==> config.mk <==
export PLATFORM = sky130hd
export DESIGN_NAME = raster_timer
export DESIGN_NICKNAME = d
export VERILOG_FILES = /design/src/common/spec_video_pkg.sv /design/src/verilog/raster_timer.sv
export SDC_FILE = /design/constraint.sdc
export NUM_CORES = 1
export LEC_CHECK = 0
export ABC_AREA = 1
export BUFFER_PORTS_ARGS = -buffer_cell sky130_fd_sc_hd__buf_2
export CELL_PAD_IN_SITES_DETAIL_PLACEMENT = 1
export CELL_PAD_IN_SITES_GLOBAL_PLACEMENT = 1
export CORE_ASPECT_RATIO = 1.1
export CORE_MARGIN = 2
export CORE_UTILIZATION = 42
export DETAILED_ROUTE_END_ITERATION = 8
export GPL_ROUTABILITY_DRIVEN = 0
export HOLD_SLACK_MARGIN = 0.03
export PLACE_DENSITY = 0.89
export RECOVER_POWER = 100
export SLEW_MARGIN = 40
export SYNTH_ARGS = -nofsm -noshare
export SYNTH_HDL_FRONTEND = slang
export SYNTH_SLANG_ARGS = --single-unit
==> constraint.sdc <==
create_clock -name i_clk_pixel -period 3.44 [get_ports i_clk_pixel]
set_input_delay 0.344 -clock i_clk_pixel [delete_from_list [all_inputs] [get_ports i_clk_pixel]]
set_output_delay 0.344 -clock i_clk_pixel [all_outputs]
set_load 0.03 [all_outputs]
==> src/common/spec_video_pkg.sv <==
// raster, window and width constants plus the packed types of the video path
package spec_video_pkg;

    // ======================================================================
    // raster, 1280x720 at 50 Hz
    // ======================================================================
    localparam int H_TOTAL  = 1980;    // pixels per line incl. blanking
    localparam int V_TOTAL  = 750;     // lines per frame incl. blanking
    localparam int H_ACTIVE = 1280;
    localparam int V_ACTIVE = 720;

    // ======================================================================
    // bitmap window
    // ======================================================================
    localparam int H_SCALE   = 2;      // raster pixels per bitmap pixel
    localparam int V_SCALE   = 2;      // raster lines per bitmap row
    localparam int H_OFFSET  = 248;    // left border width
    localparam int V_OFFSET  = 104;    // top border height
    localparam int PIXEL_MAX = 384;
    localparam int LINES_MAX = 256;

    localparam int VRAM_COL_BASE = 16; // vram column of byte column 0
    localparam int COLS_VISIBLE  = 48; // PIXEL_MAX / 8

    // column counter runs one byte group past the bitmap,
    // the fetch stage leads the display by one byte
    localparam int COL_LAST = COLS_VISIBLE * 8 + 7;

    // ======================================================================
    // widths
    // ======================================================================
    localparam int POS_W      = 12;
    localparam int VADDR_W    = 14;
    localparam int VDATA_W    = 11;
    localparam int COL_W      = 9;                  // holds 0..COL_LAST
    localparam int ROW_W      = 8;                  // holds 0..LINES_MAX-1
    localparam int VCOL_W     = VADDR_W - ROW_W;    // vram column field
    localparam int VRAM_DEPTH = 1 << VADDR_W;

    // raster coordinate pair
    typedef struct packed {
        logic [POS_W-1:0] h;
        logic [POS_W-1:0] v;
    } raster_pos_t;

    // one vram word: colour sits above the pixel byte
    typedef struct packed {
        logic [2:0] colour;    // port C bits 7, 6, 4
        logic [7:0] pixels;    // msb is the leftmost dot
    } vram_word_t;

    // write strobe from outside, no handshake
    typedef struct packed {
        logic               en;
        logic [VADDR_W-1:0] addr;    // {column, row}
        vram_word_t         data;
    } vram_wr_t;

    typedef struct packed {
        logic [COL_W-1:0] col;       // bitmap pixel, [2:0] is the bit phase
        logic [ROW_W-1:0] row;
        logic             window;    // raster inside the bitmap rectangle
    } bitmap_pos_t;

    typedef struct packed {
        logic r;
        logic g;
        logic b;
        logic p;     // extra blue level, also lights the border
        logic de;
    } rgb_out_t;

endpackage
==> src/verilog/raster_timer.sv <==
// raster timer: wrapping horizontal and vertical counters and display enable
`timescale 1ns/100ps

module raster_timer (
    input  logic                        i_clk_pixel,
    input  logic                        i_reset,
    output spec_video_pkg::raster_pos_t o_pos,
    output logic                        o_de
);
    import spec_video_pkg::*;

    logic h_last;    // last pixel of the line
    logic v_last;    // last line of the frame

    assign h_last = (o_pos.h == POS_W'(H_TOTAL - 1));
    assign v_last = (o_pos.v == POS_W'(V_TOTAL - 1));

    // ======================================================================
    // position counters
    // ======================================================================
    always_ff @(posedge i_clk_pixel or posedge i_reset) begin
        if (i_reset) begin
            o_pos <= '0;
        end else begin
            if (h_last) begin
                o_pos.h <= '0;                 // new line
                if (v_last) begin
                    o_pos.v <= '0;             // new frame
                end else begin
                    o_pos.v <= o_pos.v + 1'b1;
                end
            end else begin
                o_pos.h <= o_pos.h + 1'b1;
            end
        end
    end

    // de lags the position by one clock
    always_ff @(posedge i_clk_pixel or posedge i_reset) begin
        if (i_reset) begin
            o_de <= 1'b0;
        end else begin
            o_de <= (o_pos.h < H_ACTIVE) && (o_pos.v < V_ACTIVE);
        end
    end

    // counters wrap at the totals, never beyond
    a_pos_range: assert property (@(posedge i_clk_pixel) disable iff (i_reset)
        (o_pos.h < H_TOTAL) && (o_pos.v < V_TOTAL))
        else $error("raster position out of range h=%0d v=%0d", o_pos.h, o_pos.v);

endmodule

==> impl_metrics.toml <==
[detailed_routing]
top_layer = "met4"
routed_wirelength_mm = 3.70
vias = 1400
wl_per_cell_um = 13.4
met3_length_um = 100
viasPerCell = 5.05
wl_met1_mm = 1.58
postRouteAntennaNets = 0
drtIter0Drc = 46
first_pass_iters = 4
drc = 0
met2_length_mm = 1.94

[sta]
rsz0062_at_grt = "no"
finalWorstSetupSlack_ps = 1750
finalCritPeriodShare_pct = 49.1
fin_setup_tns_ps = 0
max_freq_mhz = 592
finalCriticalPeriod_ps = 1690
tightest_slew_ps = 1010
hold_violations = 0
finalSetupViolCount = 0
slew-limit-headroom_pct = 32.5
slew_violations = 0
finClkSkew_ps = 3.29

[yosys]
netlist_instances = 201
synth-edff-count = 0
syn_nets = 206
synth.cell_area_um2 = 1480
synth_warnings = 0
yosysMostFrequentCell = "nand2_1"
yosysTopAreaCellShare_pct = 42.2
async_flop_share_pct = 100
ys_types = 22
synthTopCellsByArea = "dfrtp_1, nand2_1, inv_1, nand3_1, nor2_1"
ys_ff_latch = 25
synthTopCellsByCount = "nand2_1, inv_1, dfrtp_1"
ys.flop_type = "dfrtp_1"
synth.avg_cell_area_um2 = 7.38
yosys.area.top_type = "dfrtp_1"
synth_seq_area_share_pct = 42.2

[worst_setup_path]
critPathMostFrequentCell = "nand2_1"
cp_num_buf_inv = 2
crit_required_ps = 3670
crit_fanout = 23
worstSetupEndpointType = "register"
max_stage_delay_ps = 410
cp_top_family = "simple AND/OR/NAND/NOR gates"
criticalPathCategory = "register to register"
crit_arrival_ps = 1920
start_kind = "register"
crit_chain = "ha_1 > inv_1 > nor2_1 > nand2_1 > nor2_8 > inv_1 > nand2_1 > nand2_1"
slowest_stage = "dfrtp_1"

[clock_tree]
clk_pin_slew_worst_paths_ps = 140
cts.sinks = 25
cts_buffer_depth = 2
post_cts_resized = 0
clkLatencyLatePin_ps = 320
cts_hold_buf = 0
cts-root-buf = "clkbuf_4"
cts_inserted_buffers = 3
post_cts_buffers = 0
htreeDepth = 1
cts_tree = "yes"

[die]
start_util_pct = 44.2
rows = 22
core_area_um2 = 3360
dieWidth_um = 60.7
die_area_um2 = 4030
die_h_um = 66.3
ios = 27

[pwr]
power_switching_share_pct = 22.1
p_per_area_nw_per_um2 = 268
p_sw_w = 0.0000962
intPower_w = 0.000340
ir_worst_vdd_mv = 0.125
pwr-share-seq_pct = 67.4
combPwrFrac_pct = 1.5
power_frac_clock_pct = 31.1
leakage_nw = 0.851

[place]
port-buffer-count = 26
place_area_um2 = 1650
hpwl_mm = 2.88
pre_cts_ws_ps = 1840
place_inst = 273

[final_layout]
final_nets = 235
drive_above_1_share_pct = 5.68
design_area_um2 = 1630
fin_cells = 277
post-route-util_pct = 48.4
diodes = 0
syn2layout_area_growth_pct = 9.61

[global_route]
first_global_vias = 1442
grt_pass1_wl_mm = 6.47
grt_max_degree = 26
grt_usage_pct = 21.3
grt_remaining_overflow = 0
antenna_found_initial = 0

[job]
cap_viol_max_count = 0

[hold_path]
hp-class = "primary input to async pin"

[status]
status = "completed"
## sequential cells by signal, indices dropped and copies added (netlist names)
signal and count:
o_de 1, o_pos 24
## metal layers
layer / track usage, % / up-vias
met5: 0 / -
met4: 9.51 / 0
met3: 1.76 / 9
met2: 36.6 / 27
met1: 26.5 / 686
li1: - / 678
## layout make-up
cell class | instances | area [um^2]
Clock buffer | 4 | 26.3
Timing Repair Buffer | 26 | 98.8
Fill cell | 483 | 1730
Inverter | 36 | 135
Sequential cell | 25 | 626
Tap cell | 48 | 60.1
Multi-Input combinational cell | 138 | 681
## through the flow
step	hold slack (ps)	power [W]
floorplan	371	0.000304
global placement	522	0.000306
detailed placement	432	0.000307
CTS	56.2	0.000444
global route	298	0.000452
finish	234	0.000436
## cell usage in the layout, fill, tap and decap left out
cell type and n:
ha_1 3, inv_2 1, nand3b_1 1, nor3_1 6
nor2_2 3, inv_1 35, buf_2 1, nor2_1 22
dfrtp_1 25, nand2_1 55, nand2_2 1, a21oi_1 5
xnor2_1 1, nand3_2 1, clkbuf_1 26, or2_2 1
nor2_8 1, xor2_1 5, clkbuf_4 3, nand3_1 18
o21ai_0 7, o21ai_2 1, nand4_1 7
## kinds of logic (layout without fill, tap and decap cells)
| kind of cell | count (synthesis) | count (layout) | synth area share, % |
|---|---|---|---|
| AO/OA/AOI/OAI | 13 | 13 | 5.14 |
| AND/OR/NAND/NOR | 116 | 116 | 36.0 |
| buffers and inverters | 38 | 66 | 10.6 |
| flip-flops | 25 | 25 | 42.2 |
| XOR/XNOR | 6 | 6 | 3.54 |
| adder cells (fa/ha/maj) | 3 | 3 | 2.53 |
## worst reg2reg max path, cell delays in order, from the launching register on
cell,delay [ps]
dfrtp_1,410
ha_1,180
inv_1,80
nor2_1,110
nand2_1,130
nor2_8,290
inv_1,230
nand2_1,110
nand2_1,70
## power by group through the flow
stage / sequential, W / clock, W / combinational, W
after detailed placement: 0.000299 / 0 / 0.00000719
after global placement: 0.000299 / 0 / 0.00000683
final: 0.000294 / 0.000136 / 0.00000646
after floorplan: 0.000299 / 0 / 0.00000437
after CTS: 0.000294 / 0.000143 / 0.00000716
after global routing: 0.000294 / 0.000150 / 0.00000765
## final timing paths
| check | start | to | slack (ps) | depth (start not counted) |
|---|---|---|---|---|
| setup / recovery | o_pos[12] | o_pos[11] | 1750 | 8 |
| hold / removal | i_reset | o_pos[1] | 230 | 2 |
| min in group i_clk_pixel | o_pos[10] | o_pos[10] | 540 | 2 |
| hold reg to reg | o_pos[10] | o_pos[10] | 540 | 2 |
| max in group asynchronous | i_reset | o_pos[4] | 2600 | 2 |
| setup reg to reg | o_pos[12] | o_pos[11] | 1750 | 8 |
Note: power is estimated with default switching activity, not from simulation.
