### config.mk
export PLATFORM = sky130hd
export DESIGN_NAME = screen_scaler
export DESIGN_NICKNAME = d
export VERILOG_FILES = /design/src/common/spec_video_pkg.sv /design/src/video/screen_scaler.sv
export SDC_FILE = /design/constraint.sdc
export NUM_CORES = 1
export LEC_CHECK = 0
export ABC_AREA = 1
export BUFFER_PORTS_ARGS = -buffer_cell sky130_fd_sc_hd__buf_2
export CORE_MARGIN = 2
export CORE_UTILIZATION = 58
export CTS_BUF_LIST = sky130_fd_sc_hd__clkbuf_16
export CTS_CLUSTER_DIAMETER = 50
export DETAILED_ROUTE_END_ITERATION = 8
export GPL_TIMING_DRIVEN = 0
export PLACE_DENSITY_LB_ADDON = 0.1
export SLEW_MARGIN = 20
export SYNTH_ARGS = -nofsm -noshare
export SYNTH_HDL_FRONTEND = slang
export SYNTH_SLANG_ARGS = --single-unit
### constraint.sdc
create_clock -name i_clk_pixel -period 4.45 [get_ports i_clk_pixel]
set_clock_uncertainty 0.15 [all_clocks]
set_input_delay 0.6675 -clock i_clk_pixel [delete_from_list [all_inputs] [get_ports i_clk_pixel]]
set_output_delay 0.6675 -clock i_clk_pixel [all_outputs]
set_load 0.1 [all_outputs]
### src/common/spec_video_pkg.sv
// raster, window and width constants plus the packed types of the video path
package spec_video_pkg;

    // ======================================================================
    // raster, 1280x720 at 50 Hz
    // ======================================================================
    localparam int H_TOTAL  = 1980;    // pixels per line incl. blanking
    localparam int V_TOTAL  = 750;     // lines per frame incl. blanking
    localparam int H_ACTIVE = 1280;
    localparam int V_ACTIVE = 720;

    // ======================================================================
    // bitmap window
    // ======================================================================
    localparam int H_SCALE   = 2;      // raster pixels per bitmap pixel
    localparam int V_SCALE   = 2;      // raster lines per bitmap row
    localparam int H_OFFSET  = 248;    // left border width
    localparam int V_OFFSET  = 104;    // top border height
    localparam int PIXEL_MAX = 384;
    localparam int LINES_MAX = 256;

    localparam int VRAM_COL_BASE = 16; // vram column of byte column 0
    localparam int COLS_VISIBLE  = 48; // PIXEL_MAX / 8

    // column counter runs one byte group past the bitmap,
    // the fetch stage leads the display by one byte
    localparam int COL_LAST = COLS_VISIBLE * 8 + 7;

    // ======================================================================
    // widths
    // ======================================================================
    localparam int POS_W      = 12;
    localparam int VADDR_W    = 14;
    localparam int VDATA_W    = 11;
    localparam int COL_W      = 9;                  // holds 0..COL_LAST
    localparam int ROW_W      = 8;                  // holds 0..LINES_MAX-1
    localparam int VCOL_W     = VADDR_W - ROW_W;    // vram column field
    localparam int VRAM_DEPTH = 1 << VADDR_W;

    // raster coordinate pair
    typedef struct packed {
        logic [POS_W-1:0] h;
        logic [POS_W-1:0] v;
    } raster_pos_t;

    // one vram word: colour sits above the pixel byte
    typedef struct packed {
        logic [2:0] colour;    // port C bits 7, 6, 4
        logic [7:0] pixels;    // msb is the leftmost dot
    } vram_word_t;

    // write strobe from outside, no handshake
    typedef struct packed {
        logic               en;
        logic [VADDR_W-1:0] addr;    // {column, row}
        vram_word_t         data;
    } vram_wr_t;

    typedef struct packed {
        logic [COL_W-1:0] col;       // bitmap pixel, [2:0] is the bit phase
        logic [ROW_W-1:0] row;
        logic             window;    // raster inside the bitmap rectangle
    } bitmap_pos_t;

    typedef struct packed {
        logic r;
        logic g;
        logic b;
        logic p;     // extra blue level, also lights the border
        logic de;
    } rgb_out_t;

endpackage
### src/video/screen_scaler.sv
// scale and border counters, bitmap column and row, window flag and vram read address
`timescale 1ns/100ps

module screen_scaler (
    input  logic                                 i_clk_pixel,
    input  logic                                 i_reset,
    input  spec_video_pkg::raster_pos_t          i_pos,
    output spec_video_pkg::bitmap_pos_t          o_bitmap,
    output logic [spec_video_pkg::VADDR_W-1:0]   o_vram_addr
);
    import spec_video_pkg::*;

    logic line_end;
    logic frame_end;

    logic [$clog2(H_SCALE)-1:0]    hscale;      // raster pixel within a bitmap pixel
    logic [$clog2(V_SCALE)-1:0]    vscale;      // raster line within a bitmap row
    logic [$clog2(H_OFFSET+1)-1:0] hoffset;     // left border counter
    logic [$clog2(V_OFFSET+1)-1:0] voffset;     // top border counter
    logic                          left_border;
    logic                          top_border;
    logic [COL_W-1:0]              col;
    logic [ROW_W-1:0]              row;
    logic                          window;

    assign line_end  = (i_pos.h == POS_W'(H_TOTAL - 1));
    assign frame_end = line_end && (i_pos.v == POS_W'(V_TOTAL - 1));

    // ======================================================================
    // horizontal border offset then one column step per H_SCALE pixels
    // ======================================================================
    always_ff @(posedge i_clk_pixel or posedge i_reset) begin
        if (i_reset) begin
            hscale      <= '0;
            hoffset     <= '0;
            col         <= '0;
            left_border <= 1'b1;
        end else if (line_end) begin
            hscale      <= '0;    // restart everything at line wrap
            hoffset     <= '0;
            col         <= '0;
            left_border <= 1'b1;
        end else begin
            if (hscale == H_SCALE - 1) begin
                hscale <= '0;
                if (!left_border && col < COL_LAST) begin
                    col <= col + 1'b1;    // holds at COL_LAST till line end
                end
            end else begin
                hscale <= hscale + 1'b1;
            end

            if (hoffset < H_OFFSET) begin
                hoffset <= hoffset + 1'b1;
            end else begin
                left_border <= 1'b0;
            end
        end
    end

    // ======================================================================
    // vertical counters stepped once per line
    // ======================================================================
    always_ff @(posedge i_clk_pixel or posedge i_reset) begin
        if (i_reset) begin
            vscale     <= '0;
            voffset    <= '0;
            row        <= '0;
            top_border <= 1'b1;
        end else if (frame_end) begin
            vscale     <= '0;     // frame wrap
            voffset    <= '0;
            row        <= '0;
            top_border <= 1'b1;
        end else if (line_end) begin
            if (vscale == V_SCALE - 1) begin
                vscale <= '0;
                if (!top_border && row < LINES_MAX - 1) begin
                    row <= row + 1'b1;
                end
            end else begin
                vscale <= vscale + 1'b1;
            end

            if (voffset < V_OFFSET) begin
                voffset <= voffset + 1'b1;
            end else begin
                top_border <= 1'b0;
            end
        end
    end

    // coarse window rectangle that the shifter aligns to byte groups
    always_ff @(posedge i_clk_pixel or posedge i_reset) begin
        if (i_reset) begin
            window <= 1'b0;
        end else begin
            window <= (i_pos.h >= H_OFFSET) && (i_pos.h < H_OFFSET + PIXEL_MAX * H_SCALE)
                   && (i_pos.v >= V_OFFSET) && (i_pos.v < V_OFFSET + LINES_MAX * V_SCALE);
        end
    end

    assign o_bitmap    = '{col: col, row: row, window: window};
    assign o_vram_addr = {VCOL_W'(VRAM_COL_BASE) + col[COL_W-1:3], row};    // {column, row}

    // row moves only at a line wrap and then by one or back to zero
    a_row_step: assert property (@(posedge i_clk_pixel) disable iff (i_reset)
        (row != $past(row)) |-> ($past(i_pos.h) == H_TOTAL - 1)
                                && ((row == $past(row) + 1'b1) || (row == '0)))
        else $error("bitmap row stepped badly, row=%0d", row);

endmodule

==> results.md <==
* Status: complete, no violations
* # diodes at 0
* DR vias/cell at 5.01
* R2R Setup Slk at 2.62 ns
* First-pass GRT wire length at 7.89 mm
* Clock Power Share at 35.7%
* Critical-path cell list: ha_1, buf_2
* RSZ-0062 raised after global routing: no
* Core area at 4000 sq um
* Count of pins over their slew limit at 0
* Final WS setup at 2.24 ns
* Drt wl/cell at 10.7 um
* Post-synth ARST share at 100%
* Clock slew at reported path FFs at 0.05 ns
* Logic pwr share at 19.9%
* Number of synthesized register bits at 37
* Synth warnings at 0
* Path depth of the worst reg2reg path at 9
* WP data required at 3.63 ns
* Setup TNS at 0 ns
* Critical Path Slowest Stage Cell: dfrtp_1
* CTS tree: yes
* Multiplexer area fraction after synthesis at 0%
* Distinct cells, synth at 32
* Ratio of final minimum period to clock period at 49.7%
* Total power at 948 uW
* Root Buffer: clkbuf_16
* Synthesized area per cell at 7.37 sq um
* Placer congestion estimate at 0.836
* NumNets Final at 425
* Register share of total power at 44.5%
* Die X at 68.6 um
* Predominant post-synthesis flop cell: dfrtp_1
* Postcts setup bufs at 0
* Crit path time final at 2.21 ns
* Number of synthesized flops with an enable pin at 0
* Synth Area in Simple Gates at 35.7%
* Final setup fails at 0
* Power Dens Cells at 324 nW/um^2
* HP Class: in2async
* XOR/XNOR Fraction of Synth Area at 3.61%
* Syn nets at 360
* Post-route ant nets at 0
* Layout cells sized above 1 at 28.6%
* Ranking of synthesized cells by area: dfrtp_1 (36%), nand2_1 (12%), nand3_1 (7.4%)
* Maximum root-to-sink buffer count at 2
* Seq/Total Area, Yosys at 38.3%
* Post-synthesis adder-cell area fraction at 2.58%
* Critical Path End Type: output pin
* Synth Cell Area at 2420 sq um
* Total GRT Usage at 22.5%
* H-tree levels at 2
* Post-CTS Hold Fix Bufs at 0
* Largest family of logic cells by synthesized area: simple AND/OR/NAND/NOR gates
* Num ports at 58
* Clk Latency, worst-skew pair at 0.28 ns
* Post-Syn Instances at 329
* Leakage power at 0.00158 uW
* Place WS at 2.38 ns
* Vias in the first global route at 1892
* Area delta synth->final at 20.9%
* Port-buffer cells at 57
* TritonRoute pass-1 iters at 4
* Worst reg2reg path startpoint: row[0]
* Compound-gate portion of the synthesized area at 7.80%
* Cts repair resizes at 0
* WHS at 0.133 ns
* Antenna violations before repair at 0
* Die Y-Extent at 68.6 um
* CTS Buf Count at 5
* Routed WL at 4.78 mm
* DRC viols at 0
* Max Freq at 0.452 GHz
* Synth top area share at 36.1%
* Vias at 2229
* CP startpoint kind: register
* Int Pwr at 653 uW
* WS Path Type: reg2out
* Sink Count at 37
* Die area at 4710 sq um
* Fin. Hold Viols at 0
* Final core occ at 73.2%
* Iter 0 DRT Violations at 136
* Slew HR at 67.3%
* R2R Path End: row[2]
* Sw power at 295 uW
* Max incr delay on CP at 0.41 ns
* Dominant cell type by area after synthesis: dfrtp_1
* Hpwl dp at 3.58 mm
* CP Data Arrival Time at 1.39 ns
* Largest net degree at the start of global routing at 31
* Sw Ratio at 31.1%
* Row Count at 23
* # Max-Cap Violations at 0
* CP Max Fanout at 5
* Peak supply drop at 0.232 mV
* GRT overflow at 0
* Initial core utilization at 60.6%
* Worst-Margin Slew at 0.494 ns
[cell usage in the layout (no fill, tap or decap), drive strengths merged, types with 5 or more instances in the layout]
| master | instances |
|---|---|
| nand2 | 83 |
| buf | 74 |
| nor2 | 52 |
| inv | 44 |
| nand3 | 38 |
| dfrtp | 35 |
| o21ai | 14 |
| a21oi | 13 |
| xor2 | 9 |
| ha | 5 |
| clkbuf | 5 |
| nor3 | 5 |
[area by class of cell]
type	instances	area, sq um
Multi-Input combinational cell	232	1200
Clock inverter	3	12.5
Buffer	16	125
Sequential cell	37	928
Timing Repair Buffer	58	305
Fill cell	338	1070
Clock buffer	5	125
Tap cell	50	62.6
Inverter	44	165
[cells in the mapped netlist, types with 4 or more instances]
library cell	count
nand2_1	77
nor2_1	45
inv_1	39
nand3_1	36
dfrtp_1	35
buf_4	13
a21oi_1	9
xor2_1	9
o21ai_0	7
nand2_2	6
nor2_4	6
ha_1	5
inv_2	5
a21oi_2	4
nand4_1	4
nor3_1	4
o21ai_1	4
[flip-flops by register name, summed over array words and instances, names as in the netlist]
register and count:
col 9, hoffset 8, hscale 1, left_border 1, row 8, top_border 1
voffset 7, vscale 1, window 1
[metal layers]
| layer | GRT usage (%) | wire (um) | vias to the layer above |
|---|---|---|---|
| li1 | - | - | 1165 |
| met1 | 28.2 | 2210 | 992 |
| met2 | 36.9 | 2210 | 66 |
| met3 | 6.33 | 281 | 6 |
| met4 | 8.00 | 74 | 0 |
| met5 | 0 | 0 | - |
[worst max-delay path by stage]
stage,slack (ns),to,cells past startpoint,startpoint
3_5_place_dp,2.38,row[7],9,i_pos[11]
2_1_floorplan,1.84,o_vram_addr[13],1,col[7]
6_report,2.24,o_vram_addr[13],2,col[7]
5_1_grt,2.19,o_vram_addr[13],2,col[7]
3_3_place_gp,2.26,voffset[0],2,i_reset
4_1_cts,2.23,o_vram_addr[13],2,col[7]
[stage by stage]
| stage | instance area [sq um] | cells |
|---|---|---|
| after floorplan | 2420 | 329 |
| after global placement | 2770 | 436 |
| after detailed placement | 2790 | 437 |
| after CTS | 2930 | 445 |
| after global routing | 2930 | 445 |
| final | 2930 | 445 |
[critical path, delay by kind of cell (launching register included)]
family / cells / cell delay, ns
buf+inv: 1 / 0.41
flops: 1 / 0.41
fa+ha+maj: 1 / 0.29
[cells by family (layout without fill, tap and decap cells)]
logic type	after synthesis	count (layout)
buf+inv	60	126
flops	37	37
simple gates	186	186
xor+xnor	10	10
compound gates	31	31
fa+ha+maj	5	5
[power groups by stage]
| stage | logic, uW | clock network [uW] | registers (uW) |
|---|---|---|---|
| detailed placement | 190 | 0 | 425 |
| global placement | 182 | 0 | 425 |
| global route | 218 | 357 | 429 |
| CTS | 190 | 340 | 421 |
| finish | 188 | 338 | 421 |
| floorplan | 132 | 0 | 436 |
Note: power is estimated with default switching activity, not from simulation.
