==> src/common/spec_video_pkg.sv <==
// raster, window and width constants plus the packed types of the video path
package spec_video_pkg;

    // ======================================================================
    // raster, 1280x720 at 50 Hz
    // ======================================================================
    localparam int H_TOTAL  = 1980;    // pixels per line incl. blanking
    localparam int V_TOTAL  = 750;     // lines per frame incl. blanking
    localparam int H_ACTIVE = 1280;
    localparam int V_ACTIVE = 720;

    // ======================================================================
    // bitmap window
    // ======================================================================
    localparam int H_SCALE   = 2;      // raster pixels per bitmap pixel
    localparam int V_SCALE   = 2;      // raster lines per bitmap row
    localparam int H_OFFSET  = 248;    // left border width
    localparam int V_OFFSET  = 104;    // top border height
    localparam int PIXEL_MAX = 384;
    localparam int LINES_MAX = 256;

    localparam int VRAM_COL_BASE = 16; // vram column of byte column 0
    localparam int COLS_VISIBLE  = 48; // PIXEL_MAX / 8

    // column counter runs one byte group past the bitmap,
    // the fetch stage leads the display by one byte
    localparam int COL_LAST = COLS_VISIBLE * 8 + 7;

    // ======================================================================
    // widths
    // ======================================================================
    localparam int POS_W      = 12;
    localparam int VADDR_W    = 14;
    localparam int VDATA_W    = 11;
    localparam int COL_W      = 9;                  // holds 0..COL_LAST
    localparam int ROW_W      = 8;                  // holds 0..LINES_MAX-1
    localparam int VCOL_W     = VADDR_W - ROW_W;    // vram column field
    localparam int VRAM_DEPTH = 1 << VADDR_W;

    // raster coordinate pair
    typedef struct packed {
        logic [POS_W-1:0] h;
        logic [POS_W-1:0] v;
    } raster_pos_t;

    // one vram word: colour sits above the pixel byte
    typedef struct packed {
        logic [2:0] colour;    // port C bits 7, 6, 4
        logic [7:0] pixels;    // msb is the leftmost dot
    } vram_word_t;

    // write strobe from outside, no handshake
    typedef struct packed {
        logic               en;
        logic [VADDR_W-1:0] addr;    // {column, row}
        vram_word_t         data;
    } vram_wr_t;

    typedef struct packed {
        logic [COL_W-1:0] col;       // bitmap pixel, [2:0] is the bit phase
        logic [ROW_W-1:0] row;
        logic             window;    // raster inside the bitmap rectangle
    } bitmap_pos_t;

    typedef struct packed {
        logic r;
        logic g;
        logic b;
        logic p;     // extra blue level, also lights the border
        logic de;
    } rgb_out_t;

endpackage
==> src/video/pixel_shifter.sv <==
// byte fetch, dot select, border and blanking rules and the registered colour output
`timescale 1ns/100ps

module pixel_shifter (
    input  logic                        i_clk_pixel,
    input  logic                        i_reset,
    input  spec_video_pkg::bitmap_pos_t i_bitmap,
    input  logic                        i_de,
    input  spec_video_pkg::vram_word_t  i_rd_data,
    output spec_video_pkg::rgb_out_t    o_rgb
);
    import spec_video_pkg::*;

    logic [COL_W-1:0] col_d;         // column one clock back
    logic             phase_last;    // last raster pixel of the current bit phase
    logic [7:0]       fetch_byte;
    logic [2:0]       fetch_colour;
    logic [7:0]       shift_byte;    // byte on screen now
    logic [2:0]       shift_colour;  // inverted port C bits {7, 6, 4}
    logic             window_d;      // window flag aligned to byte groups
    logic             dot;

    // column unchanged since last clock, so this is the 2nd of H_SCALE pixels
    assign phase_last = (i_bitmap.col == col_d);

    always_ff @(posedge i_clk_pixel or posedge i_reset) begin
        if (i_reset) begin
            col_d <= '0;
        end else begin
            col_d <= i_bitmap.col;
        end
    end

    // ======================================================================
    // fetch and shift stages
    // ======================================================================
    always_ff @(posedge i_clk_pixel) begin
        if (phase_last && i_bitmap.col[2:0] == 3'd4) begin
            fetch_byte   <= i_rd_data.pixels;     // ram answered the phase-4 address
            fetch_colour <= ~i_rd_data.colour;
        end
        if (phase_last && i_bitmap.col[2:0] == 3'd7) begin
            shift_byte   <= fetch_byte;           // shown during the next byte group
            shift_colour <= fetch_colour;
        end
    end

    // window sampled with the byte move, so it opens and closes on whole bytes
    always_ff @(posedge i_clk_pixel or posedge i_reset) begin
        if (i_reset) begin
            window_d <= 1'b0;
        end else if (phase_last && i_bitmap.col[2:0] == 3'd7) begin
            window_d <= i_bitmap.window;
        end
    end

    assign dot = shift_byte[3'd7 - i_bitmap.col[2:0]];    // msb first

    // ======================================================================
    // colour output
    // ======================================================================
    always_ff @(posedge i_clk_pixel or posedge i_reset) begin
        if (i_reset) begin
            o_rgb <= '0;
        end else if (!i_de) begin
            o_rgb <= '0;                                   // blanking
        end else if (window_d) begin
            o_rgb <= '{r:  dot & shift_colour[2],
                       g:  dot & shift_colour[1],
                       b:  dot & shift_colour[0],
                       p:  dot & shift_colour[0],          // p follows blue
                       de: 1'b1};
        end else begin
            o_rgb <= '{r: 1'b0, g: 1'b0, b: 1'b0, p: 1'b1, de: 1'b1};   // border
        end
    end

    // the byte-aligned window lies wholly inside the display area
    a_window_in_de: assert property (@(posedge i_clk_pixel) disable iff (i_reset)
        window_d |-> i_de)
        else $error("bitmap window open outside display enable");

endmodule

==> config.mk <==
export PLATFORM = sky130hd
export DESIGN_NAME = pixel_shifter
export DESIGN_NICKNAME = d
export VERILOG_FILES = /design/src/common/spec_video_pkg.sv /design/src/video/pixel_shifter.sv
export SDC_FILE = /design/constraint.sdc
export NUM_CORES = 1
export LEC_CHECK = 0
export BUFFER_PORTS_ARGS = -buffer_cell sky130_fd_sc_hd__buf_2
export CELL_PAD_IN_SITES_DETAIL_PLACEMENT = 1
export CELL_PAD_IN_SITES_GLOBAL_PLACEMENT = 2
export CORE_ASPECT_RATIO = 0.6
export CORE_MARGIN = 3
export CORE_UTILIZATION = 35
export CTS_CLUSTER_DIAMETER = 120
export DETAILED_ROUTE_END_ITERATION = 7
export GPL_TIMING_DRIVEN = 0
export PLACE_DENSITY_LB_ADDON = 0.2
export RECOVER_POWER = 100
export SYNTH_ARGS = -nofsm -noshare
export SYNTH_HDL_FRONTEND = slang
export SYNTH_SLANG_ARGS = --single-unit
==> constraint.sdc <==
create_clock -name i_clk_pixel -period 2.44 [get_ports i_clk_pixel]
set_input_delay 0.244 -clock i_clk_pixel [delete_from_list [all_inputs] [get_ports i_clk_pixel]]
set_output_delay 0.244 -clock i_clk_pixel [all_outputs]
set_load 0.01 [all_outputs]
==> flow_metrics.tcl, run 1 <==
set metrics [dict create \
    remaining_drc_errors 0 \
    arrival_ns 2.15 \
    dr_total_vias 665 \
    synth-seq-area-share 0.7931 \
    required_ns 2.35 \
    grt_usage 0.1098 \
    synth_cell_types 18 \
    antennaDiodeCount 0 \
    slew_headroom 0.3994 \
    crit_path_end_kind "register" \
    numClockSinks 37 \
    fin_crit_ns 2.236 \
    drive_above_1_share 0.2243 \
    instances_no_fill 152 \
    dp_cells 144 \
    holdBufCountCts 0 \
    yosys_warnings 0 \
    place_congestion 0.7067 \
    grt-ovfl-total 0 \
    finalHoldViolations 0 \
    floorplan.die.height_um 53.32 \
    fin_nets 138 \
    cts_setup_buffers 0 \
    insertion_delay_ns 0.28 \
    synthToLayoutAreaGrowth_pct 22.13 \
    grt_pass1_vias 739 \
    utilization 0.4688 \
    cts_buffers 5 \
    syn_avg_cell_area_um2 18.40 \
    post-dp-hpwl_mm 1.491 \
    antenna_found_initial 0 \
    final_area_um2 1595 \
    ys_ff_latch 37 \
    finClkSkew_ns 0.006678 \
    setup_tns_ns 0 \
    ir_worst_vdd_v 0.0003563 \
    regArea_um2 1036 \
    grt_max_degree 16 \
    postPlaceCellArea_um2 1508 \
    clkSlewWorstSetupHoldPaths_ns 0.07 \
    via_per_inst 4.375 \
    die_x_um 84.87 \
    cts-root-buf "clkbuf_8" \
    dieArea_um2 4525 \
    start_kind "register" \
    ios 37 \
    rsz0062_at_grt "false" \
    start_util 0.3838 \
    critPathMaxFanout 11 \
    cts_max_path_buffers 2 \
    timing.final.crit_share 0.9166 \
    p_leak_uw 0.0006222 \
    port_buffers 28 \
    cap_violations 0 \
    wire_per_inst_um 13.33 \
    max_freq_ghz 0.4471 \
    holdWs_ns 0.004979 \
    grt_pass1_wl_mm 3.422 \
    final-setup-viol-count 0 \
    tightestPinTransition_ns 0.8960 \
    outcome "complete, no violations" \
    synth_area_leader_cell "edfxtp_1" \
    power_density_nw_per_um2 774.0 \
    synthTopCellsByArea "edfxtp_1 (51%), dfrtp_1 (29%), xnor2_1 (4.7%)" \
    h-tree-depth 2 \
    worstSetupPathType "register to register" \
    totalWireLength_mm 2.026 \
    multiInputGateArea_um2 245.2 \
    detail-route-antenna-nets 0 \
    dr.first_iter.drc_count 22 \
    hold_class "input pin to asynchronous set/reset pin" \
    maxSlewViolCount 0 \
    yosysTopAreaCellShare 0.5057 \
    core-area_um2 3403 \
    netlist_area_um2 1306 \
    rows 16 \
    cts_resized 0 \
    synthCells 71 \
    nFillCells 351 \
    cts_tree "built" \
    syn_nets 103 \
    first_pass_iters 4 \
]
## through the flow
stage	total power (uW)	setup WS [ns]
after global routing	1297	0.01518
after floorplan	719.2	0.2185
after detailed placement	749.9	0.1097
final	1235	0.2036
after CTS	1259	0.1007
after global placement	746.9	-0.2504
## state kept, by name, summed over array words and instances (netlist names)
register	cells
col_d	9
fetch_byte	8
shift_byte	8
o_rgb	5
fetch_colour	3
shift_colour	3
window_d	1
## per-layer routing
| metal | global-route usage | up-vias | part of all wire |
|---|---|---|---|
| met5 | 0 | - | 0 |
| met2 | 0.1779 | 23 | 0.47 |
| met3 | 0.05754 | 4 | 0.082 |
| met4 | 0.06316 | 0 | 0.012 |
| met1 | 0.1169 | 320 | 0.44 |
| li1 | - | 318 | - |
## synthesized netlist by cell type
master / instances
nand3_1: 2
nor4_4: 1
edfxtp_1: 22
xnor2_1: 7
mux2i_1: 4
mux4_2: 1
and2_1: 3
nand2_1: 2
inv_1: 5
buf_6: 1
nor3_1: 2
nand4_1: 1
o21ai_1: 1
xnor2_2: 1
dfrtp_1: 15
mux2_1: 1
or3_1: 1
nor2_1: 1
## final timing paths
kind,from,to,slack (ns),depth (start not counted)
max,col_d[3],fetch_byte[2],0.20,4
min,i_reset,col_d[3],0.005,2
max reg2reg,col_d[3],fetch_byte[2],0.20,4
min reg2reg,fetch_byte[3],shift_byte[3],0.42,0
max in group asynchronous,i_reset,window_d,2.06,2
min in group i_clk_pixel,i_bitmap[16],col_d[7],0.10,1
## cell type report
type                       count  area share
multi-input combinational     28      0.1537
clock inverter                 2     0.02118
tap                           45     0.03529
inverter                       5     0.01176
sequential                    37      0.6494
buffer                         1    0.007059
clock buffer                   6     0.04549
timing repair buffer          28     0.07608
## report_power, final
group | total (uW) | switching (uW) | internal, uW
registers | 675 | 4.11 | 670
clock network | 502 | 201 | 301
logic | 57.7 | 29.0 | 28.7
## placed cells by master (no fill, tap or decap), drive strengths merged
cell	n
xnor2	8
nor4	1
nor2	1
bufinv	1
nand3	2
o21ai	1
edfxtp	22
and2	3
mux2i	4
mux2	1
inv	5
nand2	2
nand4	1
buf	14
dfrtp	15
clkbuf	21
or3	1
clkinv	1
mux4	1
nor3	2
## critical path: stages, from the launching register on
cell	delay (ns)
dfrtp_1	0.39
xnor2_1	0.17
nand4_1	0.20
or3_1	0.41
nor3_2	0.69
## kinds of logic (layout without fill, tap and decap cells)
family,Yosys count,after routing,synth area share
buffers and inverters,6,42,0.02299
XOR/XNOR,8,8,0.05939
flip-flops,37,37,0.7931
multiplexers,6,6,0.05651
AND/OR/NAND/NOR,13,13,0.06418
AO/OA/AOI/OAI,1,1,0.003828
Power figures use the tool's default switching activity.
==> inputs of run 2 (changes only) <==
--- a/config.mk
+++ b/config.mk
@@ -16,6 +16,7 @@
 export GPL_TIMING_DRIVEN = 0
 export PLACE_DENSITY_LB_ADDON = 0.2
 export RECOVER_POWER = 100
+export SETUP_SLACK_MARGIN = 0.5
 export SYNTH_ARGS = -nofsm -noshare
 export SYNTH_HDL_FRONTEND = slang
 export SYNTH_SLANG_ARGS = --single-unit
==> run 2 against run 1 <==
Net effect: the flow now finishes with violations (negative hold slack); sequential share of layout area fell by 0.10 points; sequential power is essentially flat; critical path type unchanged; clock skew is 0.0022 ns lower; hold slack got worse by 0.0056 ns; register-to-register slack better by 0.23 ns.
==> flow_metrics.tcl, run 2 (synthesis results as in run 1) <==
set metrics [dict create \
    outcome "complete, but fails checks" \
    violations "negative hold slack" \
    p_leak_uw 0.0006279 \
    floorplan.die.height_um 53.32 \
    start_kind "register" \
    totalWireLength_mm 2.001 \
    antenna_found_initial 0 \
    utilization 0.4695 \
    dr.first_iter.drc_count 26 \
    power_density_nw_per_um2 707.6 \
    r2r_end "shift_byte[3]" \
    grt_pass1_wl_mm 3.408 \
    dr_total_vias 684 \
    nFillCells 363 \
    detail-route-antenna-nets 0 \
    grt_max_degree 16 \
    grt-ovfl-total 0 \
    grt_usage 0.1075 \
    fin_ws_ns 0.4338 \
    cts_buffers 5 \
    setup_tns_ns 0 \
    synthToLayoutAreaGrowth_pct 22.32 \
    max_stage_delay_ns 0.54 \
    top_register "col_d" \
    timing.final.crit_share 0.8222 \
    holdWs_ns -0.0006333 \
    worstRegToRegCells 5 \
    place_congestion 0.7359 \
    core-area_um2 3403 \
    cts_max_path_buffers 2 \
    largest_reg_flops 9 \
    ir_worst_vdd_v 0.0003262 \
    numClockSinks 37 \
    insertion_delay_ns 0.29 \
    max_freq_ghz 0.4985 \
    wire_per_inst_um 12.75 \
    regToRegStartpoint "col_d[6]" \
    critPathMaxFanout 8 \
    final_common_cell "edfxtp_1" \
    place_ws_ns 0.1275 \
    rrSetupSlack_ns 0.43 \
    antennaDiodeCount 0 \
    tightestPinTransition_ns 0.7088 \
    cap_violations 0 \
    reg_top3 "col_d: 9 flops, fetch_byte: 8 flops, shift_byte: 8 flops" \
    fin_nets 143 \
    rows 16 \
    slowest_stage "nor4_1" \
    rsz0062_at_grt "false" \
    finalHoldViolations 3 \
    clkSlewWorstSetupHoldPaths_ns 0.07 \
    remaining_drc_errors 0 \
    path_cells "xnor2_1 > nand4_1 > clkbuf_4 > nor4_1 > buf_4" \
    hold_class "input pin to asynchronous set/reset pin" \
    first_pass_iters 4 \
    port_buffers 28 \
    h-tree-depth 2 \
    slew_headroom 0.5231 \
    holdBufCountCts 0 \
    grt_pass1_vias 746 \
    worstSetupPathType "register to register" \
    cts-root-buf "clkbuf_8" \
    most-common-layout-cells "edfxtp_1 (22), clkbuf_1 (17), dfrtp_1 (15)" \
    drive_above_1_share 0.2411 \
    arrival_ns 2.00 \
    crit_path_end_kind "register" \
    finClkSkew_ns 0.004430 \
    postPlaceCellArea_um2 1508 \
    die_x_um 84.87 \
    cts_tree "built" \
    required_ns 2.44 \
    start_util 0.3838 \
    via_per_inst 4.357 \
    fin_crit_ns 2.006 \
    final-setup-viol-count 0 \
    final_area_um2 1598 \
    maxSlewViolCount 0 \
    dieArea_um2 4525 \
    ios 37 \
]
[run 2: critical path, delay by kind of cell, from the launching register on]
family        cells  cell delay (ns)
flops             1             0.37
xor+xnor          1             0.20
simple gates      2             0.69
buf+inv           2             0.46
[run 2: area by class of cell]
type	instances	area, um^2	area share
multi-input cells	28	225.2	0.1410
repair buffers	33	167.7	0.1049
inverters	5	18.77	0.01175
clock buffers	6	72.57	0.04542
well taps	45	56.30	0.03524
flip-flops and latches	37	1036	0.6484
clock inverters	2	10.01	0.006265
plain buffers	1	11.26	0.007048
[run 2: report_power, final]
part | internal, uW | leakage, uW | switching (uW)
Combinational | 29.5 | 0.000201 | 27.4
Clock | 198 | 0.0000450 | 202
Sequential | 670 | 0.000382 | 4.14
[run 2: per-layer routing]
| layer | part of all wire | vias to the layer above | track usage | routed length, um |
|---|---|---|---|---|
| met1 | 0.42 | 331 | 0.1191 | 837 |
| met5 | 0 | - | 0 | 0 |
| met4 | 0.016 | 0 | 0.06316 | 32 |
| met2 | 0.47 | 22 | 0.1636 | 938 |
| li1 | - | 327 | - | - |
| met3 | 0.096 | 4 | 0.06065 | 193 |
[run 2: through the flow]
step	std cells	power [uW]	hold slack (ns)
4_1_cts	156	1156	0.01684
3_3_place_gp	144	747.2	0.3188
6_report	157	1131	-0.0006333
5_1_grt	157	1187	0.05484
3_5_place_dp	144	749.9	0.3285
2_1_floorplan	71	719.3	0.1455
[run 2: how the worst max path moves through the flow]
stage	start	to	slack, ns	cells after the start
3_3_place_gp	i_bitmap[10]	fetch_byte[0]	0.23	6
6_report	col_d[6]	shift_byte[3]	0.43	5
4_1_cts	col_d[6]	fetch_colour[1]	0.57	5
2_1_floorplan	col_d[6]	fetch_byte[0]	0.54	4
3_5_place_dp	i_bitmap[10]	fetch_byte[1]	0.13	6
5_1_grt	col_d[8]	shift_byte[4]	0.37	5
[run 2: what timing repair did]
| action | CTS | global route |
|---|---|---|
| setup buffers | 4 | 1 |
| setup endpoints to repair | 12 | 11 |
| gates resized for setup | 1 | 0 |
| pin swaps | 2 | 0 |
